$ cat src/include/barrierField_defs.svh
`ifndef BARRIERFIELD_DEFS_SVH
`define BARRIERFIELD_DEFS_SVH

//////////////////////////////////////////////////////////////////////
// Screen geometry
//////////////////////////////////////////////////////////////////////

// Width of one screen axis from the video scan
`define COORD_WIDTH 11

//////////////////////////////////////////////////////////////////////
// Barrier layout
//////////////////////////////////////////////////////////////////////

// Barriers across the field
`define BARRIER_COUNT 4

// Blocks along each side of one barrier
`define BLOCKS_PER_SIDE 4

// Block size is 16 pixels
`define BLOCK_SHIFT 4

// Barrier pitch is 128 pixels
// Barrier index then sits in the x offset bits above this shift
`define BARRIER_PITCH_SHIFT 7

// Left edge of barrier 0
`define FIELD_LEFT 64

// Top edge shared by all barriers
`define FIELD_TOP 400

//////////////////////////////////////////////////////////////////////
// Block health
//////////////////////////////////////////////////////////////////////

// Fresh block
// Zero means the block is gone
`define HEALTH_MAX 3

`endif

$ cat src/source/barrierPkg.sv
`include "barrierField_defs.svh"

package barrierPkg;

    //////////////////////////////////////////////////////////////////////
    // Screen space
    //////////////////////////////////////////////////////////////////////

    // One axis of a screen position
    typedef logic [`COORD_WIDTH-1:0] screenCoord;

    // Full screen position
    // Pixel scan and player laser both use this
    typedef struct packed {
        screenCoord x;
        screenCoord y;
    } screenPoint;

    //////////////////////////////////////////////////////////////////////
    // Block addressing
    //////////////////////////////////////////////////////////////////////

    // Which barrier
    typedef logic [$clog2(`BARRIER_COUNT)-1:0] barrierIndex;

    // Column or row inside one barrier
    typedef logic [$clog2(`BLOCKS_PER_SIDE)-1:0] blockIndex;

    // Flat 6-bit address into the health array
    // Barrier in the top bits, row in the bottom bits
    typedef struct packed {
        barrierIndex barrier;
        blockIndex   column;
        blockIndex   row;
    } blockAddress;

    //////////////////////////////////////////////////////////////////////
    // Block state and display
    //////////////////////////////////////////////////////////////////////

    // Health of one block
    // Three bits so it drops straight into the green field
    typedef logic [2:0] blockHealth;

    // RGB332
    // Red in [7:5], green in [4:2], blue in [1:0]
    typedef logic [7:0] pixelColour;

    // Locator result
    // Address is zero whenever valid is low
    typedef struct packed {
        logic        valid;
        blockAddress address;
    } blockHit;

endpackage

$ cat src/source/barrierLocator.sv
`timescale 1ns/1ps
`include "barrierField_defs.svh"

// Screen point to barrier block address
// Pure combinational decode
module barrierLocator (
    input  barrierPkg::screenPoint point,
    output barrierPkg::blockHit    hit
);

    //////////////////////////////////////////////////////////////////////
    // Derived geometry
    //////////////////////////////////////////////////////////////////////

    // Barrier width as seen inside one pitch slot
    localparam logic [`BARRIER_PITCH_SHIFT-1:0] pitchSpan =
        (`BARRIER_PITCH_SHIFT)'(`BLOCKS_PER_SIDE << `BLOCK_SHIFT);

    // Barrier height in screen units
    localparam barrierPkg::screenCoord barrierHeight =
        barrierPkg::screenCoord'(`BLOCKS_PER_SIDE << `BLOCK_SHIFT);

    // All pitch slots together
    localparam barrierPkg::screenCoord fieldSpan =
        barrierPkg::screenCoord'(`BARRIER_COUNT << `BARRIER_PITCH_SHIFT);

    // Field origin
    localparam barrierPkg::screenCoord fieldLeft =
        barrierPkg::screenCoord'(`FIELD_LEFT);
    localparam barrierPkg::screenCoord fieldTop =
        barrierPkg::screenCoord'(`FIELD_TOP);

    //////////////////////////////////////////////////////////////////////
    // Offsets from the field origin
    //////////////////////////////////////////////////////////////////////

    barrierPkg::screenCoord xOffset;
    barrierPkg::screenCoord yOffset;
    logic [`BARRIER_PITCH_SHIFT-1:0] xInPitch;
    logic xInside;
    logic yInside;
    logic inBarrier;
    barrierPkg::blockAddress address;

    // Points left of or above the origin wrap to large values
    // Range checks below then reject them
    assign xOffset = point.x - fieldLeft;
    assign yOffset = point.y - fieldTop;

    // Position inside the current pitch slot
    assign xInPitch = xOffset[`BARRIER_PITCH_SHIFT-1:0];

    // Inside the four slots and on the barrier part of the slot
    // Rest of the slot is the gap to the next barrier
    assign xInside = (xOffset < fieldSpan) && (xInPitch < pitchSpan);

    // Inside the barrier band
    assign yInside = yOffset < barrierHeight;

    assign inBarrier = xInside && yInside;

    //////////////////////////////////////////////////////////////////////
    // Address decode by bit fields
    //////////////////////////////////////////////////////////////////////

    // Barrier from the pitch bits
    assign address.barrier =
        xOffset[`BARRIER_PITCH_SHIFT +: $bits(barrierPkg::barrierIndex)];

    // Column and row from the block bits
    assign address.column = xOffset[`BLOCK_SHIFT +: $bits(barrierPkg::blockIndex)];
    assign address.row    = yOffset[`BLOCK_SHIFT +: $bits(barrierPkg::blockIndex)];

    // Address forced to zero off the field
    assign hit.valid   = inBarrier;
    assign hit.address = inBarrier ? address : '0;

    //////////////////////////////////////////////////////////////////////
    // Checks
    //////////////////////////////////////////////////////////////////////

    // Clean address whenever the point misses the field
    always_comb begin
        assert (hit.valid || hit.address == '0)
            else $error("barrierLocator address %0h with no hit", hit.address);
    end

endmodule

$ cat src/source/barrierHealthStore.sv
`timescale 1ns/1ps
`include "barrierField_defs.svh"

// Health of every barrier block
// Laser damage and registered pixel shading
module barrierHealthStore (
    input  logic                   clk,
    input  logic                   reset,
    input  logic                   restart,
    input  barrierPkg::blockHit    pixelHit,
    input  barrierPkg::blockHit    laserHit,
    output logic                   isBarrier,
    output barrierPkg::pixelColour colour
);

    //////////////////////////////////////////////////////////////////////
    // Sizes and constants
    //////////////////////////////////////////////////////////////////////

    // One entry per block over all barriers
    // Matches the 6-bit address range exactly
    localparam int blockTotal = `BARRIER_COUNT * `BLOCKS_PER_SIDE * `BLOCKS_PER_SIDE;

    // Fresh block value
    localparam barrierPkg::blockHealth fullHealth =
        barrierPkg::blockHealth'(`HEALTH_MAX);

    // Last column and bottom row index
    localparam barrierPkg::blockIndex lastIndex =
        barrierPkg::blockIndex'(`BLOCKS_PER_SIDE - 1);

    //////////////////////////////////////////////////////////////////////
    // Start pattern
    //////////////////////////////////////////////////////////////////////

    // Notched shape
    // Outer columns lose the bottom row
    // Inner columns lose the bottom two rows
    function automatic barrierPkg::blockHealth notchHealth(
        barrierPkg::blockAddress address
    );
        logic edgeColumn;
        logic emptyBlock;
        edgeColumn = (address.column == '0) || (address.column == lastIndex);
        emptyBlock = (address.row == lastIndex) ||
                     (!edgeColumn && address.row == lastIndex - barrierPkg::blockIndex'(1));
        return emptyBlock ? '0 : fullHealth;
    endfunction

    //////////////////////////////////////////////////////////////////////
    // Health array
    //////////////////////////////////////////////////////////////////////

    barrierPkg::blockHealth health [blockTotal];

    // Current value under the laser
    barrierPkg::blockHealth laserHealth;
    logic laserLive;

    assign laserHealth = health[laserHit.address];

    // Only live blocks take damage
    // Empty blocks stay at zero
    assign laserLive = laserHit.valid && (laserHealth != '0);

    // Restore wins over damage on the same edge
    // Held laser keeps hitting every cycle
    always_ff @(posedge clk) begin
        if (reset || restart) begin
            for (int i = 0; i < blockTotal; i++) begin
                health[i] <= notchHealth(barrierPkg::blockAddress'(i));
            end
        end else if (laserLive) begin
            health[laserHit.address] <= laserHealth - barrierPkg::blockHealth'(1);
        end
    end

    //////////////////////////////////////////////////////////////////////
    // Pixel shading
    //////////////////////////////////////////////////////////////////////

    barrierPkg::blockHealth pixelHealth;
    logic pixelLive;

    // Read before this edge's damage lands
    assign pixelHealth = health[pixelHit.address];
    assign pixelLive   = pixelHit.valid && (pixelHealth != '0);

    // One cycle from scan point to output
    // Health in green with red and blue dark
    always_ff @(posedge clk) begin
        if (reset) begin
            isBarrier <= 1'b0;
            colour    <= '0;
        end else begin
            isBarrier <= pixelLive;
            colour    <= pixelLive ? {3'b000, pixelHealth, 2'b00} : '0;
        end
    end

    //////////////////////////////////////////////////////////////////////
    // Checks
    //////////////////////////////////////////////////////////////////////

    // Dark output whenever no block is shown
    assert property (@(posedge clk) !isBarrier |-> colour == '0)
        else $error("barrierHealthStore colour %0h with isBarrier low", colour);

    // Per-entry checks
    for (genvar g = 0; g < blockTotal; g++) begin : entryChecks

        // Decrement never wraps past zero
        assert property (@(posedge clk) disable iff (reset)
            health[g] <= fullHealth)
            else $error("barrierHealthStore entry %0d above max", g);

        // Dead block comes back only through restore
        assert property (@(posedge clk)
            (health[g] == '0 && !reset && !restart) |=> health[g] == '0)
            else $error("barrierHealthStore entry %0d revived", g);

    end

endmodule

$ cat src/source/barrierField.sv
`timescale 1ns/1ps

// Barrier field of the video pipeline
// Two locators feed one health store
module barrierField (
    input  logic                   clk,
    input  logic                   reset,
    input  logic                   restart,
    input  barrierPkg::screenPoint pixel,
    input  barrierPkg::screenPoint laser,
    output logic                   isBarrier,
    output barrierPkg::pixelColour colour
);

    //////////////////////////////////////////////////////////////////////
    // Block decode
    //////////////////////////////////////////////////////////////////////

    // Pixel scan decode
    // Drives the display read
    barrierPkg::blockHit pixelHit;

    // Player laser decode
    // Drives the damage write
    barrierPkg::blockHit laserHit;

    // Current scan point
    barrierLocator pixelLocator (
        .point (pixel),
        .hit   (pixelHit)
    );

    // Player laser position
    // Off-field coordinates come back invalid
    barrierLocator laserLocator (
        .point (laser),
        .hit   (laserHit)
    );

    //////////////////////////////////////////////////////////////////////
    // Health and shading
    //////////////////////////////////////////////////////////////////////

    // Registered outputs
    // One cycle after the pixel
    barrierHealthStore store (
        .clk       (clk),
        .reset     (reset),
        .restart   (restart),
        .pixelHit  (pixelHit),
        .laserHit  (laserHit),
        .isBarrier (isBarrier),
        .colour    (colour)
    );

endmodule

$ cat config.mk
export PLATFORM = sky130hd
export DESIGN_NAME = barrierField
export DESIGN_NICKNAME = d
export VERILOG_FILES = /design/src/source/barrierPkg.sv /design/src/source/barrierLocator.sv /design/src/source/barrierHealthStore.sv /design/src/source/barrierField.sv
export VERILOG_INCLUDE_DIRS = /design/src /design/src/include
export SDC_FILE = /design/constraint.sdc
export NUM_CORES = 1
export LEC_CHECK = 0
export BUFFER_PORTS_ARGS = -buffer_cell sky130_fd_sc_hd__buf_2
export CORE_ASPECT_RATIO = 1.1
export CORE_MARGIN = 3
export CORE_UTILIZATION = 54
export DETAILED_ROUTE_END_ITERATION = 7
export GPL_TIMING_DRIVEN = 0
export PLACE_DENSITY = 0.72
export SLEW_MARGIN = 0
export SYNTH_ARGS = -nofsm -noshare
export SYNTH_HDL_FRONTEND = slang
export SYNTH_HIERARCHICAL = 1
export SYNTH_SLANG_ARGS = --single-unit
$ cat constraint.sdc
create_clock -name clk -period 9.35 [get_ports clk]
set_input_delay 0.935 -clock clk [delete_from_list [all_inputs] [get_ports clk]]
set_output_delay 0.935 -clock clk [all_outputs]
set_load 0.01 [all_outputs]
After elaboration in Yosys (flattened, before gate mapping)
Memories as Yosys holds them, arrays and structs flattened.
Cells that the tools add are included.
{"block": "word_totals", "regBits": 9, "ram_bits": 192, "output_inout_bits": 9, "word_cells": 37, "memories": 1}
{"block": "classes", "addsub": 5, "n_lt_le_gt_ge": 6, "n_mux": 10, "n_bitwise": 1, "reduce_logical": 11}
{"name": "store.health", "depth": 64, "width": 3, "read_ports": 2, "rd_ports_with_merged_regs": 0, "wr": 64, "line": "barrierHealthStore.sv:54", "rtl": "barrierPkg::blockHealth health [blockTotal];"}
{"op": "11-bit by 10-bit < comparator with 1-bit output, second input constant", "count": 2}
{"op": "11-bit by 7-bit < comparator with 1-bit output, second input constant", "count": 2}
{"op": "11-bit by 7-bit subtractor with 11-bit output, second input constant", "count": 2}
{"op": "11-bit by 9-bit subtractor with 11-bit output, second input constant", "count": 2}
{"op": "6-bit two-way mux", "count": 3}
{"op": "7-bit < comparator, second input constant", "count": 2}
{"op": "1-bit logical AND", "count": 6}
{"op": "1-bit two-way mux", "count": 6}
{"op": "3-bit nonzero test", "count": 2}
{"op": "3-bit two-way mux", "count": 1}
{"op": "3-bit OR reduction", "count": 1}
{"op": "3-bit by 1-bit subtractor with 3-bit output, second input constant", "count": 1}
{"op": "2-bit OR reduction", "count": 1}
{"op": "1-bit logical OR", "count": 1}
{"op": "1-bit inverter", "count": 1}

Logic depth before layout (Yosys ltp)
An unclocked memory read counts as a cell.
{"block": "depth", "ltp_word": 13, "ltp_mapped": 22, "mapped_depth_nobuf": 17}

Cells and area by module
The synthesis kept the hierarchy.
{"module": "barrierHealthStore", "instances": 1, "cells_each": 893, "area_each_um2": 10785.3}
{"module": "barrierLocator", "instances": 2, "cells_each": 35, "area_each_um2": 296.5}

Worst setup path before layout
Ideal clock, no wire load.
{"block": "synth_timing", "path_type": "input to register", "from": "input port laser[17] (netlist name)", "to": "memory store/health[20][0] (netlist name), data pin", "setup_time_ns": 0.285, "arrival_ns": 5.812, "setup_slack_ns": 3.253, "path_stages": 22, "path_buffers": 5, "path_cell_list": "inv_1 ha_1 or2b_2 xnor2_1 nor4_1 buf_6 buf_2 nor2_1 a22oi_1 o221a_2 o22ai_1 or4b_1 buf_4 buf_2 inv_2 ha_1 ha_1 nor4b_1 nand2_1 nor3_1 clkbuf_1 nand3_1"}
{"item": "start: declaration", "line": "barrierField.sv:10", "rtl": "input barrierPkg::screenPoint laser,"}
{"item": "end: declaration", "line": "barrierHealthStore.sv:54"}

==> key figures <==
Outcome
  – Status: complete, but fails checks
  – Failing checks: design-rule violations

Route
  – DRC viols: 23
  – WL per Instance: 35.7 um
  – Routed vias/inst: 7.70
  – Pre-antenna DRT Iters: 8
  – Routed WL: 46100 um
  – Initial DRC count: 1767
  – Post-route ant nets: 0
  – Vias: 9938

STA
  – Normalized max-slew margin: 10.1%
  – Max Freq: 122 MHz
  – Final period util: 87.4%
  – Final Slew Violations: 0
  – Clock skew: 0.0104 ns
  – Final hold viol count: 0
  – Crit path time final: 8.17 ns
  – Final setup vio count: 0
  – RSZ-0062 raised after global routing: false
  – Worst slew pin tran: 1.34 ns
  – PnR worst setup slack: 1.18 ns
  – Total negative slack: 0 ns

Global routing
  – First-pass GRT wire length: 64600 um
  – Largest net degree at the start of global routing: 18
  – Initial antenna violation count: 0
  – Total Routing Usage GR: 40.8%
  – Remaining Overflow, GRT: 0
  – Vias in the first global route: 9515

Final layout
  – Share of layout cells above drive strength 1: 19.3%
  – Final net count: 1074
  – Fillers: 1708
  – Synthesis-to-finish area growth: 9.56%
  – Fin cells: 1291

Floorplan
  – Die X: 144 um
  – Die ar.: 22900 sq um
  – Core Rows: 55
  – Starting density of the core: 55.1%
  – IO Pins: 56
  – Area of the core: 20600 sq um
  – Die height: 158 um

Placement
  – PortBufs: 32
  – Placed Cells: 1257
  – Place WS: 1.19 ns
  – Hpwl dp: 32300 um
  – Gpl congestion: 1.13

Synthesis
  – Most common cell in the netlist: edfxtp_1
  – Largest family of logic cells by synthesized area: multiplexers
  – Yosys Warn Count: 6
  – Adder-cell share of the synthesized area: 0.660%
  – Synth Register Bits: 196
  – Post-synth EDFFs: 192
  – Asr flop ratio synth: 0%
  – Post-synthesis mux area share: 16.2%
  – Xor/xnor cell area share of the yosys netlist: 0.308%
  – Post-synth top cells: edfxtp_1, nor3_1, nor2_1
  – Sequential element share of the synthesized area: 51.4%
  – Simple-Gate Fraction of Synth Area: 15.1%
  – Synthesized area per cell: 11.8 sq um
  – Area fraction in compound gates after synthesis: 11.2%
  – Netlist cell types: 63
  – Cell Area, Synth: 11400 sq um
  – Yosys top cell area share: 50.7%
  – Top cells by area in the synthesized netlist: edfxtp_1, mux4_2, nor3_1
  – Cell taking the most area after synthesis: edfxtp_1
  – Main synth FF type: edfxtp_1
  – Mapped Cells: 963

Worst setup path
  – Origin of the worst setup path: laser[17]
  – Type of origin of the critical path: primary input
  – RR Startpoint: store/health[22][0]$_SDFFCE_PN0P_
  – Kind of critical path: in -> reg
  – Signal arrival time at the worst endpoint: 8.30 ns
  – Worst-path fanout max: 10
  – WP data required: 9.48 ns
  – Crit. End Element: flip-flop

Clock network
  – CTS tree: done
  – Hold_buf cts: 0
  – Post-CTS Resized: 0
  – Post-CTS setup buffers: 0
  – Clock Tree Buf Depth: 2
  – Clk Latency, worst-skew pair: 0.44 ns
  – Clock-pin slew on the worst setup and hold paths: 0.07 ns
  – Clock tree sinks: 196
  – Clock buffer count from CTS: 17
  – H-tree depth: 4
  – Clk root buf: clkbuf_16

Power
  – Pwr/cell area: 147 nW/um^2
  – Maximum VDD drop: 0.000136 V
  – Leakage: 3.75 nW

Job
  – Max-cap viol count: 0

Hold path
  – HP Class: in -> reg
  – Hold path startpoint: reset
[per-stage QoR]
step	area [sq um]	power [W]	utilization, %	hold slack [ns]
CTS	12500	0.00182	60.3	0.860
floorplan	11400	0.00107	-	0.850
global route	12500	0.00187	60.4	0.895
global placement	11900	0.00112	57.5	0.986
finish	12500	0.00183	60.4	0.877
detailed placement	11900	0.00112	57.6	0.962
[registers in the layout, summed over array words and instances (netlist names)]
register and count:
store/isBarrier 1, store/colour 3, store/health 192
[power by group]
part	switching (W)	total, W	internal, W
combinational	0.0000817	0.000115	0.0000332
sequential	0.0000153	0.000996	0.000981
clock	0.000345	0.000718	0.000373
[worst max-delay path: stages]
cell and delay (ns):
buf_2 0.11, inv_1 0.05, ha_1 0.16, or2b_2 0.31
xnor2_1 0.22, nor4_1 0.54, buf_4 0.31, buf_2 0.33
buf_1 0.87, clkbuf_1 0.76, mux4_2 0.35, mux2i_1 0.11
o21ai_0 0.28, nor4_1 0.09, ha_1 0.20, ha_1 0.21
nor4b_2 0.27, buf_4 0.24, nand2_1 0.11, nor3_1 0.86
clkbuf_1 0.75, nand3_1 0.22
[layout make-up]
class | count | area, sq um | area share (%)
antenna | 1 | 2.50 | 0.0201
buffer | 110 | 498 | 3.99
clock buffer | 19 | 433 | 3.47
clock inverter | 13 | 128 | 1.02
inverter | 21 | 78.8 | 0.632
multi-input combinational | 640 | 4980 | 40.0
sequential | 196 | 5850 | 46.9
tap | 256 | 320 | 2.57
timing repair buffer | 35 | 178 | 1.43
[cell families (layout without fill, tap and decap cells)]
group | after synthesis | in the layout
flops | 196 | 196
compound gates | 178 | 178
buf+inv | 131 | 198
mux | 102 | 102
xor+xnor | 4 | 4
simple gates | 345 | 345
fa+ha+maj | 6 | 6
other cells | 1 | 6
[worst paths after layout]
path | endpoint | slack, ns | cells past startpoint
setup reg to reg | store/health[18][0]$_SDFFCE_PN1P_ | 3.93 | 15
hold / removal | store/isBarrier$_SDFF_PP0_ | 0.88 | 3
setup / recovery | store/health[52][0]$_SDFFCE_PN1P_ | 1.18 | 22
hold reg to reg | store/colour[4]$_SDFF_PP0_ | 1.05 | 5
[cells in the final DEF (no fill, tap or decap), drive strengths merged, types with 4 or more instances in the layout]
cell type  synthesis  layout
edfxtp           192     192
clkbuf            71      91
nor3              79      79
nor2              77      77
buf               39      73
nand2             67      67
mux4              64      64
nand3             64      64
o21ai             57      57
a22oi             34      34
a221oi            24      24
inv               20      24
mux2              20      20
mux2i             18      18
nor4              18      18
o2111ai           12      12
a21oi             12      12
o22ai              9       9
nor2b              8       8
clkinv             1       7
ha                 6       6
conb               1       5
and2               5       5
a22o               4       4
o221ai             4       4
a221o              4       4
dfxtp              4       4
nor3b              4       4
or3b               4       4
[per-layer routing]
layer,share of wire (%),up-vias,global-route usage (%)
met4,8.4,2,27.1
met2,42,958,59.5
met1,33,4838,50.6
li1,-,3884,-
met5,0.12,-,0
met3,16,256,15.5
Note: power is estimated with default switching activity, not from simulation.
